==> src/verilog/ldpc_vstep_pkg.sv <==
// widths are fixed here: column degree up to 16, frame up to 256 columns, 12 bit column sum
package ldpc_vstep_pkg;

  //--------------------
  // widths
  //--------------------
  localparam int llr_w       = 4;                        // channel llr
  localparam int node_w      = 8;                        // check node / extrinsic message
  localparam int sum_w       = 12;                       // llr plus up to 16 messages
  localparam int num_w       = 4;                        // degree - 1
  localparam int col_w       = 8;                        // column index
  localparam int err_w       = 8;                        // decision errors per frame
  localparam int byte_w      = 8;                        // hard decisions per output word
  localparam int bit_idx_w   = $clog2(byte_w);
  localparam int byte_addr_w = col_w - bit_idx_w;        // one address per 8 columns
  localparam int diff_w      = sum_w + 1;                // sum minus message never wraps

  //--------------------
  // types
  //--------------------
  typedef logic signed [llr_w-1:0]  llr_t;
  typedef logic signed [node_w-1:0] node_t;
  typedef logic signed [sum_w-1:0]  node_sum_t;
  typedef logic signed [diff_w-1:0] node_diff_t;
  typedef logic [num_w-1:0]         node_num_t;
  typedef logic [col_w-1:0]         col_t;
  typedef logic [err_w-1:0]         err_cnt_t;
  typedef logic [byte_w-1:0]        word_t;
  typedef logic [bit_idx_w-1:0]     bit_idx_t;
  typedef logic [byte_addr_w-1:0]   byte_addr_t;

  // stream strobes, one beat may carry several
  typedef struct packed {
    logic sof;  // first beat of frame
    logic sop;  // first beat of column
    logic eop;  // last beat of column
    logic eof;  // last beat of frame
  } strb_t;

  //--------------------
  // saturation rule
  //--------------------
  localparam node_diff_t node_max = 2**(node_w-1) - 1;   // +127
  localparam node_diff_t node_min = -(2**(node_w-1));    // -128

  // clip a wide difference to the message range
  function automatic node_t sat_node(input node_diff_t v);
    if (v > node_max) begin
      return node_max[node_w-1:0];
    end
    if (v < node_min) begin
      return node_min[node_w-1:0];
    end
    return v[node_w-1:0];
  endfunction

endpackage
==> src/verilog/ldpc_vstep_top.sv <==
// vertical step only; stream must follow the beat rules, there is no back-pressure
`timescale 1ns/1ps

module ldpc_vstep_top import ldpc_vstep_pkg::*; #(
  parameter bit pDO_LLR_INVERSION = 1'b0,
  parameter int pFIFO_DEPTH_W     = 5
) (
  input  logic       iclk,
  input  logic       ireset,
  input  logic       iclkena,    // low freezes the whole pipeline
  input  logic       iload_iter,
  input  logic       ival,
  input  strb_t      istrb,
  input  llr_t       illr,
  input  node_t      icnode,
  input  col_t       icol_idx,
  output logic       omsg_val,
  output node_t      omsg,
  output col_t       omsg_col,
  output logic       oword_val,
  output word_t      oword,
  output byte_addr_t oword_addr,
  output logic       ofrm_val,
  output err_cnt_t   oerr_cnt
);

  logic      vnode_pre_val;
  node_num_t vnode_pre_num_m1;
  logic      vnode_val;
  node_sum_t vnode_sum;
  logic      bitval;
  logic      bitsop;
  logic      biteop;
  logic      bitdat;
  logic      biterr;
  col_t      bitaddr;    // column of the finished sum
  node_t     fifo_dat;
  logic      fifo_read;

  //--------------------
  // accumulator
  //--------------------
  ldpc_vnode_sum #(
    .pDO_LLR_INVERSION (pDO_LLR_INVERSION)
  ) u_sum (
    .iclk              (iclk),
    .ireset            (ireset),
    .iclkena           (iclkena),
    .iload_iter        (iload_iter),
    .ival              (ival),
    .istrb             (istrb),
    .illr              (illr),
    .icnode            (icnode),
    .icol_idx          (icol_idx),
    .ovnode_val        (vnode_val),
    .ovnode_sum        (vnode_sum),
    .ovnode_pre_val    (vnode_pre_val),
    .ovnode_pre_num_m1 (vnode_pre_num_m1),
    .obitval           (bitval),
    .obitsop           (bitsop),
    .obiteop           (biteop),
    .obitdat           (bitdat),
    .obiterr           (biterr),
    .obitaddr          (bitaddr)
  );

  // every beat's message is parked until its column sum is known
  ldpc_msg_fifo #(
    .pFIFO_DEPTH_W (pFIFO_DEPTH_W)
  ) u_fifo (
    .iclk    (iclk),
    .ireset  (ireset),
    .iclkena (iclkena),
    .iwrite  (ival),
    .iwdat   (icnode),
    .iread   (fifo_read),
    .ordat   (fifo_dat)
  );

  //--------------------
  // extrinsic and decisions
  //--------------------
  ldpc_vnode_update u_update (
    .iclk              (iclk),
    .ireset            (ireset),
    .iclkena           (iclkena),
    .ivnode_pre_val    (vnode_pre_val),
    .ivnode_pre_num_m1 (vnode_pre_num_m1),
    .ivnode_val        (vnode_val),
    .ivnode_sum        (vnode_sum),
    .ififo_dat         (fifo_dat),
    .icol              (bitaddr),
    .ofifo_read        (fifo_read),
    .omsg_val          (omsg_val),
    .omsg              (omsg),
    .omsg_col          (omsg_col)
  );

  ldpc_hd_collect u_hd (
    .iclk       (iclk),
    .ireset     (ireset),
    .iclkena    (iclkena),
    .ibitval    (bitval),
    .ibitsop    (bitsop),
    .ibiteop    (biteop),
    .ibitdat    (bitdat),
    .ibiterr    (biterr),
    .oword_val  (oword_val),
    .oword      (oword),
    .oword_addr (oword_addr),
    .ofrm_val   (ofrm_val),
    .oerr_cnt   (oerr_cnt)
  );

endmodule

==> src/verilog/ldpc_hd_collect.sv <==
// a frame must start with ibitsop; bit i of a byte is column 8*addr+i, unused bits of a short byte are 0
`timescale 1ns/1ps

module ldpc_hd_collect import ldpc_vstep_pkg::*; (
  input  logic       iclk,
  input  logic       ireset,
  input  logic       iclkena,
  input  logic       ibitval,
  input  logic       ibitsop,
  input  logic       ibiteop,
  input  logic       ibitdat,
  input  logic       ibiterr,
  output logic       oword_val,
  output word_t      oword,
  output byte_addr_t oword_addr,
  output logic       ofrm_val,
  output err_cnt_t   oerr_cnt
);

  bit_idx_t   bit_cnt;    // next bit position
  bit_idx_t   bit_idx;
  byte_addr_t addr_q;     // address of the byte being filled
  byte_addr_t addr;
  word_t      word_q;
  word_t      word;
  err_cnt_t   err_q;
  err_cnt_t   err;
  logic       word_done;

  //--------------------
  // next byte / count
  //--------------------
  always_comb begin
    bit_idx       = ibitsop ? '0 : bit_cnt;          // frame start restarts everything
    addr          = ibitsop ? '0 : addr_q;
    err           = (ibitsop ? '0 : err_q) + ibiterr;
    word          = (bit_idx == '0) ? '0 : word_q;   // fresh byte starts cleared
    word[bit_idx] = ibitdat;                         // lsb first
    word_done     = (bit_idx == '1) | ibiteop;       // full byte or frame end
  end

  always_ff @(posedge iclk or posedge ireset) begin
    if (ireset) begin
      bit_cnt   <= '0;
      addr_q    <= '0;
      err_q     <= '0;
      oword_val <= 1'b0;
      ofrm_val  <= 1'b0;
    end else if (iclkena) begin
      oword_val <= ibitval & word_done;
      ofrm_val  <= ibitval & ibiteop;
      if (ibitval) begin
        bit_cnt <= bit_idx + 1'b1;                   // wraps to 0 after bit 7
        addr_q  <= word_done ? addr + 1'b1 : addr;
        err_q   <= err;
      end
    end
  end

  //--------------------
  // output registers
  //--------------------
  always_ff @(posedge iclk) begin
    if (iclkena & ibitval) begin
      word_q <= word;
      if (word_done) begin
        oword      <= word;
        oword_addr <= addr;
      end
      if (ibiteop) begin
        oerr_cnt <= err;  // frame total
      end
    end
  end

endmodule

==> src/verilog/ldpc_vnode_update.sv <==
// pops one message per cycle; up to 8 finished columns may wait while a longer one drains
`timescale 1ns/1ps

module ldpc_vnode_update import ldpc_vstep_pkg::*; (
  input  logic      iclk,
  input  logic      ireset,
  input  logic      iclkena,
  input  logic      ivnode_pre_val,
  input  node_num_t ivnode_pre_num_m1,
  input  logic      ivnode_val,
  input  node_sum_t ivnode_sum,
  input  node_t     ififo_dat,
  input  col_t      icol,
  output logic      ofifo_read,
  output logic      omsg_val,
  output node_t     omsg,
  output col_t      omsg_col
);

  localparam int q_w = 3;  // waiting column queue, 8 entries

  typedef struct packed {
    node_sum_t sum;
    col_t      col;
    node_num_t num_m1;
  } col_desc_t;

  col_desc_t  q_mem [2**q_w];
  logic [q_w:0] q_wptr;
  logic [q_w:0] q_rptr;
  logic       q_empty;
  logic       q_push;
  logic       q_pop;
  node_num_t  pre_num_m1;  // degree of the column whose sum lands next
  col_desc_t  new_desc;    // column arriving on ivnode_val
  col_desc_t  cur;         // column being drained
  col_desc_t  src;         // column served this cycle
  node_num_t  cur_rem;     // messages left after the current pop
  node_num_t  src_rem;
  logic       active;      // cur still has messages
  logic       serve;
  node_diff_t diff;

  //--------------------
  // column select
  //--------------------
  assign new_desc = '{sum: ivnode_sum, col: icol, num_m1: pre_num_m1};
  assign q_empty  = (q_wptr == q_rptr);

  always_comb begin
    src     = cur;
    src_rem = cur_rem;
    if (!active) begin
      // oldest waiting column first, else the one landing now
      src     = q_empty ? new_desc : q_mem[q_rptr[q_w-1:0]];
      src_rem = src.num_m1;
    end
  end

  assign serve      = active | ~q_empty | ivnode_val;
  assign q_pop      = ~active & ~q_empty;
  assign q_push     = ivnode_val & (active | ~q_empty);  // busy, park it
  assign ofifo_read = serve;                              // one message per served cycle

  assign diff = node_diff_t'(src.sum) - node_diff_t'(ififo_dat);

  //--------------------
  // control
  //--------------------
  always_ff @(posedge iclk or posedge ireset) begin
    if (ireset) begin
      active   <= 1'b0;
      cur_rem  <= '0;
      q_wptr   <= '0;
      q_rptr   <= '0;
      omsg_val <= 1'b0;
    end else if (iclkena) begin
      omsg_val <= serve;
      if (serve) begin
        active  <= (src_rem != '0);  // last message leaves the engine free
        cur_rem <= src_rem - 1'b1;
      end
      if (q_push) begin
        q_wptr <= q_wptr + 1'b1;
      end
      if (q_pop) begin
        q_rptr <= q_rptr + 1'b1;
      end
    end
  end

  //--------------------
  // data path
  //--------------------
  always_ff @(posedge iclk) begin
    if (iclkena) begin
      if (ivnode_pre_val) begin
        pre_num_m1 <= ivnode_pre_num_m1;  // arrives one cycle before the sum
      end
      if (q_push) begin
        q_mem[q_wptr[q_w-1:0]] <= new_desc;
      end
      if (serve) begin
        cur      <= src;
        omsg     <= sat_node(diff);  // extrinsic = total minus own message
        omsg_col <= src.col;
      end
    end
  end

endmodule

==> src/verilog/ldpc_msg_fifo.sv <==
// no full or empty check, the stream rules keep the fill below 2**pFIFO_DEPTH_W messages
`timescale 1ns/1ps

module ldpc_msg_fifo import ldpc_vstep_pkg::*; #(
  parameter int pFIFO_DEPTH_W = 5  // log2 depth, 32 holds two max degree columns
) (
  input  logic  iclk,
  input  logic  ireset,
  input  logic  iclkena,
  input  logic  iwrite,
  input  node_t iwdat,
  input  logic  iread,
  output node_t ordat   // show-ahead, head of queue
);

  localparam int depth = 2**pFIFO_DEPTH_W;

  node_t                    mem [depth];
  logic [pFIFO_DEPTH_W-1:0] wptr;   // next free slot
  logic [pFIFO_DEPTH_W-1:0] rptr;   // oldest message

  //--------------------
  // pointers
  //--------------------
  always_ff @(posedge iclk or posedge ireset) begin
    if (ireset) begin
      wptr <= '0;
      rptr <= '0;
    end else if (iclkena) begin
      if (iwrite) begin
        wptr <= wptr + 1'b1;  // wraps at depth
      end
      if (iread) begin
        rptr <= rptr + 1'b1;
      end
    end
  end

  //--------------------
  // storage
  //--------------------
  always_ff @(posedge iclk) begin
    if (iclkena & iwrite) begin
      mem[wptr] <= iwdat;
    end
  end

  // read is asynchronous so the popped message is usable in the pop cycle
  assign ordat = mem[rptr];

endmodule

==> src/verilog/ldpc_vnode_sum.sv <==
// llr and column index must stay constant over a column of 2..16 beats; sum wraps past 12 bits
`timescale 1ns/1ps

module ldpc_vnode_sum import ldpc_vstep_pkg::*; #(
  parameter bit pDO_LLR_INVERSION = 1'b0  // 0: value >= 0 is bit one, 1: value <= 0 is bit one
) (
  input  logic      iclk,
  input  logic      ireset,
  input  logic      iclkena,
  input  logic      iload_iter,         // bypass, channel decision goes out as is
  input  logic      ival,
  input  strb_t     istrb,
  input  llr_t      illr,
  input  node_t     icnode,
  input  col_t      icol_idx,
  output logic      ovnode_val,         // sum ready, 1 cycle after eop beat
  output node_sum_t ovnode_sum,
  output logic      ovnode_pre_val,     // look-ahead, in the eop beat itself
  output node_num_t ovnode_pre_num_m1,  // column degree - 1, valid with pre_val
  output logic      obitval,
  output logic      obitsop,            // first column of a frame
  output logic      obiteop,            // last column of a frame
  output logic      obitdat,
  output logic      obiterr,
  output col_t      obitaddr
);

  logic eof_q;    // eof flag of the last accepted beat
  logic chan_hd;  // channel decision of current column
  logic dec_hd;   // decoded decision from the column sum

  //--------------------
  // control
  //--------------------
  assign ovnode_pre_val = ival & istrb.eop;

  always_ff @(posedge iclk or posedge ireset) begin
    if (ireset) begin
      ovnode_val <= 1'b0;
      obitsop    <= 1'b0;
    end else if (iclkena) begin
      ovnode_val <= ival & istrb.eop;
      // flag raised at frame start, dropped once the first bit has gone out
      if (ival & istrb.sof & istrb.sop) begin
        obitsop <= 1'b1;
      end else if (ovnode_val) begin
        obitsop <= 1'b0;
      end
    end
  end

  //--------------------
  // accumulator
  //--------------------
  always_ff @(posedge iclk) begin
    if (iclkena & ival) begin
      // sop restarts from the llr, every beat adds its message
      ovnode_sum <= (istrb.sop ? node_sum_t'(illr) : ovnode_sum) + node_sum_t'(icnode);
      // counts one ahead so it equals degree - 1 during the eop beat
      ovnode_pre_num_m1 <= istrb.sop ? node_num_t'(1) : ovnode_pre_num_m1 + 1'b1;
      eof_q    <= istrb.eof;
      chan_hd  <= pDO_LLR_INVERSION ? (illr <= 0) : (illr >= 0);
      obitaddr <= icol_idx;                     // held for the whole column
    end
  end

  //--------------------
  // hard decision
  //--------------------
  assign dec_hd = pDO_LLR_INVERSION ? (ovnode_sum <= 0) : (ovnode_sum >= 0);

  assign obitval = ovnode_val;
  assign obiteop = eof_q;
  assign obitdat = iload_iter ? chan_hd : dec_hd;
  assign obiterr = iload_iter ? 1'b0 : (dec_hd ^ chan_hd);  // flips against the channel

endmodule

==> config.mk <==
export PLATFORM = sky130hd
export DESIGN_NAME = ldpc_vstep_top
export DESIGN_NICKNAME = d
export VERILOG_FILES = /design/src/verilog/ldpc_vstep_pkg.sv /design/src/verilog/ldpc_vstep_top.sv /design/src/verilog/ldpc_hd_collect.sv /design/src/verilog/ldpc_vnode_update.sv /design/src/verilog/ldpc_msg_fifo.sv /design/src/verilog/ldpc_vnode_sum.sv
export SDC_FILE = /design/constraint.sdc
export NUM_CORES = 1
export LEC_CHECK = 0
export ABC_AREA = 1
export BUFFER_PORTS_ARGS = -buffer_cell sky130_fd_sc_hd__buf_2
export CORE_MARGIN = 2
export CORE_UTILIZATION = 30
export CTS_CLUSTER_DIAMETER = 40
export DETAILED_ROUTE_END_ITERATION = 16
export GPL_TIMING_DRIVEN = 0
export PLACE_DENSITY = 0.51
export SETUP_SLACK_MARGIN = 0.15
export SLEW_MARGIN = 20
export SYNTH_ARGS = -nofsm -noshare
export SYNTH_HDL_FRONTEND = slang
export SYNTH_SLANG_ARGS = --single-unit
export TNS_END_PERCENT = 5
==> constraint.sdc <==
create_clock -name iclk -period 4.2 [get_ports iclk]
set_input_delay 0.84 -clock iclk [delete_from_list [all_inputs] [get_ports iclk]]
set_output_delay 0.84 -clock iclk [all_outputs]
set_load 0.005 [all_outputs]
==> flow_summary.toml, run 1 <==
[final_layout]
area_delta_synth_final_pct = 22.8
finalInstanceArea_um2 = 29900
fillers = 7783
fin_util_pct = 37.1
drive_gt1_share_pct = 16.8
finalNetCount = 2216

[critical_path]
setup.worst_path.start = "u_fifo.rptr[0]"
path_cells = "buf_2 -> clkbuf_4 -> o21ai_0 -> o22ai_1 -> o211ai_1 -> nand3_1 -> o21ai_1 -> ha_1 -> a21oi_1 -> nand2_1 -> nand2_1 -> nand2_1 -> nand2_1 -> nand3_1 -> xor2_2 -> inv_1 -> nand2_2 -> nand2_1"
crit_slowest_cell = "dfrtp_1"
startpoint_type = "register"
path_max_fanout = 10
critical-path-max-stage-delay_ns = 0.44
arrival_ns = 4.23
cp_data_required_time_ns = 4.58
crit_type = "register to register"
rr_startpoint = "u_fifo.rptr[0]"
path_common_cell = "nand2_1"
crit_path_end_kind = "register"

[synthesis]
synth_async_sr_flop_share_pct = 7.60
synth_seq_cells = 579
postSynthCellCount = 1971
syn-cell-area_um2 = 24300
ys.flop_type = "edfxtp_1"
syn_nets = 2041
syn-mean-instance-area_um2 = 12.3
synth_edf_count = 535
seq_area_frac_synth_pct = 70.6
synth_top_area_cell = "edfxtp_1"
yosysWarnings = 0
ys_types = 45
synth_area_leaders = "edfxtp_1 66%, o21ai_0 5.1%, nor2_1 5.0%"
synth_top_area_share_pct = 66.0

[floorplanning]
io_pins = 69
die_h_um = 289
core_um2 = 80400
die_area_um2 = 83400
die_w_um = 289
initial_core_util_pct = 30.3
rows = 104

[sta]
fmax_ghz = 0.260
setup_viol = 0
worst_slew_pin_slew_ns = 0.997
fin_ws_ns = 0.359
finalCritPeriodShare_pct = 91.5
finalClockSkew_ns = 0.0493
period_needed_ns = 3.84
slew_violations = 0
relSlewSlack_pct = 33.3
hold_viol_final = 0
rsz0062_at_grt = "no"
fin_hold_ws_ns = 0.200

[drt]
viasPerCell = 5.03
drt_wl_total_mm = 69.7
drcViolationCount = 0
drtPass1Iterations = 5
ant_nets = 0
drtIter0Drc = 1476
avgRoutedWirePerCell_um = 21.2
num_vias = 16549

[clocking]
cts_buffers = 93
cts.clk_slew.worst_paths_ns = 0.06
clk_path_buf_depth = 3
hold_buffers = 0
cts_sinks = 579
cts_tree = "done"
cts-root-buf = "clkbuf_16"
htreeDepth = 3
clk_latency_ns = 0.65

[global_routing]
grt_usage_pct = 16.6
grt_first_pass_wirelength_mm = 103
antenna_found_initial = 4
overflow = 0
grt_pass1_vias = 16378
grt_max_degree = 38

[run]
cap_violations = 0

[worst_hold_path]
hp-class = "input port to async pin"

[placed_design]
place.gp.congestion = 0.924
io_buffers = 67
post-place-ws_ns = 0.0157
hpwl_mm = 46.7
place_area_um2 = 26300

[power]
power_density_nw_per_um2 = 780
power_mw = 23.3
max-vdd-ir-drop_mv = 0.402
total_leakage_power_nw = 10.6

[run_status]
status = "completed"
[logic make-up after synthesis]
family / share of synthesized area [%]
AOI/OAI and AO/OA: 10.7
xor gates and xnor gates: 1.50
adders and majority gates: 2.17
buffers and inverters: 3.69
DFF: 70.6
and+or+nand+nor: 11.4
[registers in the layout, summed over array words and instances (netlist names), 8 cells and up]
name and flops:
u_sum.obitaddr 8, u_hd.oword 8, u_fifo.mem 256, u_hd.oerr_cnt 8, u_hd.word_q 8, u_hd.err_q 8
u_update.cur 12, u_update.q_mem 192, u_sum.ovnode_sum 12, u_update.omsg 8, u_update.omsg_col 8
[Yosys cell counts, types with 17 or more instances]
| cell type | n |
|---|---|
| nand4_1 | 19 |
| ha_1 | 39 |
| dfrtp_1 | 44 |
| o21ai_0 | 250 |
| edfxtp_1 | 535 |
| inv_1 | 93 |
| buf_2 | 28 |
| o21ai_1 | 17 |
| xor2_1 | 26 |
| o221ai_1 | 61 |
| o211ai_1 | 17 |
| nor2_1 | 321 |
| a21oi_1 | 24 |
| nand2_1 | 216 |
| o22ai_1 | 46 |
| nand3_1 | 78 |
| clkbuf_1 | 66 |
[path summary, 6_finish.rpt]
path	to	slack (ns)	depth (start not counted)
max	u_update.omsg[2]	0.36	18
min	u_fifo.rptr[0]	0.20	2
max reg2reg	u_update.omsg[2]	0.36	18
min reg2reg	u_update.cur_rem[0]	0.48	2
max in group asynchronous	u_hd.err_q[0]	3.46	3
min in group iclk	u_sum.obitaddr[1]	0.36	1
[final cells by class]
cell class	instances	area [µm²]	share of cell area, %
Multi-Input combinational cell	1180	6390	21.4
Clock buffer	107	2430	8.14
Clock inverter	68	967	3.24
Tap cell	1060	1330	4.44
Antenna cell	2	5.00	0.0168
Timing Repair Buffer	82	604	2.02
Inverter	105	405	1.36
Sequential cell	579	17200	57.5
Buffer	105	574	1.92
[timing repair]
item | CTS | global route
pin swaps | 0 | 2
endpoints found under the hold margin | 0 | 0
buffers inserted | 0 | 1
endpoints found under the setup margin | 7 | 7
resized for setup | 15 | 84
[stage by stage]
step | setup TNS, ns | cells
after floorplan | 0 | 1971
after global placement | -158.44 | 3098
after detailed placement | 0 | 3112
after CTS | 0 | 3287
after global routing | 0 | 3287
final | 0 | 3288
[report_power, final]
group / switching [mW] / total (mW) / internal [mW]
logic: 5.52 / 7.94 / 2.43
clock network: 2.86 / 8.13 / 5.27
registers: 0.246 / 7.22 / 6.97
total: 8.62 / 23.3 / 14.7
[placed cells by master (no fill, tap or decap), drive strengths merged, types with 39 or more instances in the layout]
cell type	Yosys	final
ha	39	39
buf	41	116
dfrtp	44	44
nand3	80	80
inv	103	114
o221ai	61	61
nor2	326	326
clkbuf	66	178
edfxtp	535	535
o21ai	267	267
o22ai	47	47
nand2	224	224
[critical path: cells and delay by family, from the launching register on]
kind	cells	cell delay, ns
XOR/XNOR	1	0.22
adder cells (fa/ha/maj)	1	0.37
buffers and inverters	3	0.52
AO/OA/AOI/OAI	5	1.24
AND/OR/NAND/NOR	8	0.78
flip-flops	1	0.44
[per-layer routing]
| layer | routed length [µm] | vias up | global-route usage, % |
|---|---|---|---|
| met5 | 0 | - | 0 |
| met3 | 4410 | 134 | 3.03 |
| met4 | 2160 | 0 | 5.61 |
| li1 | - | 7554 | - |
| met1 | 29700 | 8295 | 21.9 |
| met2 | 33400 | 566 | 27.5 |
Note: power is estimated with default switching activity, not from simulation.
==> run 2, diff against run 1 <==
--- a/config.mk
+++ b/config.mk
@@ -17,5 +17,6 @@
 export SLEW_MARGIN = 20
 export SYNTH_ARGS = -nofsm -noshare
 export SYNTH_HDL_FRONTEND = slang
+export SYNTH_HIERARCHICAL = 1
 export SYNTH_SLANG_ARGS = --single-unit
 export TNS_END_PERCENT = 5
==> run 2 against run 1 <==
Compared with the run above:
- synthesized cell count grew 21%
- sequential power grew 0.7%
- sequential share of layout area shrank 1.4 points
- clock skew shrank 0.013 ns
- first-iteration DRC count shrank 2.4%
- largest power group is now combinational logic
==> flow_summary.toml, run 2 <==
[sta]
finalClockSkew_ns = 0.0359
relSlewSlack_pct = 38.1
worst_slew_pin_slew_ns = 0.928
period_needed_ns = 3.84
fmax_ghz = 0.260
fin_hold_ws_ns = 0.179
rsz0062_at_grt = "no"
slew_violations = 0
finalCritPeriodShare_pct = 91.5
setup_viol = 0
hold_viol_final = 0

[synthesis]
syn_nets = 2446
syn-mean-instance-area_um2 = 10.7
synth_seq_cells = 579
yosysWarnings = 6
postSynthCellCount = 2378
yosysMostFrequentCell = "nand2_1"
synth_commonest_cells = "632 x nand2_1, 535 x edfxtp_1, 247 x nand3_1"
ys.flop_type = "edfxtp_1"
seq_area_frac_synth_pct = 67.2
synth_top_area_share_pct = 62.9
synth_area_leaders = "edfxtp_1 63%, nand2_1 9.3%, nand3_1 4.8%"
synth_async_sr_flop_share_pct = 7.60
syn-cell-area_um2 = 25600
synth_top_area_cell = "edfxtp_1"
synth_edf_count = 535
ys_types = 44

[floorplanning]
initial_core_util_pct = 30.2
die_area_um2 = 87500
io_pins = 69
die_w_um = 296
rows = 107
die_h_um = 296
core_um2 = 84700

[final_layout]
finalInstanceArea_um2 = 30600
mostFrequentLayoutCells = "630 x nand2_1, 535 x edfxtp_1, 247 x nand3_1"
final_common_cell = "nand2_1"
area_delta_synth_final_pct = 19.9
antenna_cells = 0
fin_util_pct = 36.1
fillers = 8340
finalNetCount = 2609
largest_register_ffs = 256
regMostFlops = "u_fifo/mem"
drive_gt1_share_pct = 14.0

[clocking]
clk_latency_ns = 0.65
hold_buffers = 0
cts_sinks = 579
cts-root-buf = "clkbuf_16"
htreeDepth = 3
clk_path_buf_depth = 3
cts_tree = "done"
cts.clk_slew.worst_paths_ns = 0.06
cts_buffers = 85

[critical_path]
crit_type = "register to register"
setup.worst_path.start = "u_fifo/rptr[1]"
worst-r2r-cell-count = 22
startpoint_type = "register"
ff2ff_setup_slack_ns = 0.36
rr_startpoint = "u_fifo/rptr[1]"
crit_path_end = "u_update/omsg[1]"
cp_data_required_time_ns = 4.57
r2r-end = "u_update/omsg[1]"
arrival_ns = 4.21
crit_path_end_kind = "register"
path_max_fanout = 10

[placed_design]
hpwl_mm = 45.3
place.gp.congestion = 0.839
place_area_um2 = 27600
io_buffers = 67

[global_routing]
overflow = 0
grt_pass1_vias = 17075
antenna_found_initial = 0
grt_max_degree = 39
grt_usage_pct = 15.4
grt_first_pass_wirelength_mm = 102

[run_status]
status = "completed"

[worst_hold_path]
hp-class = "input port to async pin"

[drt]
num_vias = 17538
drtPass1Iterations = 7
avgRoutedWirePerCell_um = 18.0
ant_nets = 0
drcViolationCount = 0
drt_wl_total_mm = 67.7
viasPerCell = 4.67
drtIter0Drc = 1441

[power]
max-vdd-ir-drop_mv = 0.462
power_density_nw_per_um2 = 744
total_leakage_power_nw = 12.1

[run]
cap_violations = 0
## run 2: stage by stage
step	total power [mW]	setup TNS [ns]	std cells	setup WS, ns
final	22.8	0	3756	0.358
after global routing	24.1	0	3756	0.151
after CTS	22.7	0	3755	0.154
after detailed placement	15.4	0	3597	0.0440
after global placement	15.2	-0.958	3589	-0.0447
after floorplan	12.7	0	2378	1.06
## run 2: report_power, final
part	internal (mW)	switching, mW	leakage [nW]	total, mW
clock	4.39	2.90	1.43	7.29
sequential	6.98	0.292	5.39	7.27
combinational	2.57	5.65	5.30	8.22
total	13.9	8.85	12.1	22.8
## run 2: repair_timing
item | in CTS | in global routing
cloned | 0 | 0
resized for setup | 3 | 41
endpoints found under the setup margin | 7 | 7
buffers inserted | 0 | 1
pin swaps | 0 | 0
## run 2: worst min path at each step
stage / start / end / slack, ns / depth (start not counted)
2_1_floorplan: u_sum/ovnode_pre_num_m1[3] / u_update/pre_num_m1[3] / 0.45 / 0
3_3_place_gp: u_update/cur_rem[0] / u_update/cur_rem[0] / 0.46 / 2
3_5_place_dp: u_sum/ovnode_pre_num_m1[3] / u_update/pre_num_m1[3] / 0.46 / 0
4_1_cts: ireset / u_sum/obitval / 0.14 / 2
5_1_grt: ireset / u_sum/obitval / 0.15 / 2
6_report: ireset / u_sum/obitsop / 0.18 / 2
## run 2: logic make-up after synthesis
family | synth area share, %
AND/OR/NAND/NOR | 18.5
flip-flops | 67.2
buffers and inverters | 5.94
AO/OA/AOI/OAI | 5.19
adder cells (fa/ha/maj) | 1.97
XOR/XNOR | 1.16
multiplexers | 0.0441
## run 2: worst max-delay path, cell delays in order, from the launching register on
cell and delay [ns]:
dfrtp_1 0.43, inv_1 0.09, buf_4 0.19, buf_2 0.29, o211ai_1 0.17, nand3_1 0.12
nand3_1 0.19, nand2_1 0.18, nand2_1 0.13, inv_1 0.09, ha_1 0.15, inv_1 0.08
fa_2 0.39, nand3_1 0.10, nand2_1 0.08, nand2_1 0.11, nand2_1 0.08, nand2_1 0.07
nand3_1 0.12, xor2_2 0.22, inv_1 0.07, nand2_2 0.12, nand2_1 0.08
## run 2: area by class of cell
class	instances	area [µm²]	share of cell area, %
Clock buffer	91	2170	7.09
Timing Repair Buffer	76	533	1.74
Tap cell	1144	1430	4.67
Sequential cell	579	17200	56.0
Multi-Input combinational cell	1438	6970	22.8
Inverter	254	956	3.12
Buffer	107	594	1.94
Clock inverter	67	808	2.64
## run 2: per-layer routing
metal / share of wire (%) / routed length (µm) / global-route usage [%]
met4: 2.8 / 1900 / 5.29
met1: 45 / 30300 / 20.7
met3: 5.3 / 3610 / 2.74
met5: 0 / 0 / 0
met2: 47 / 31900 / 24.9
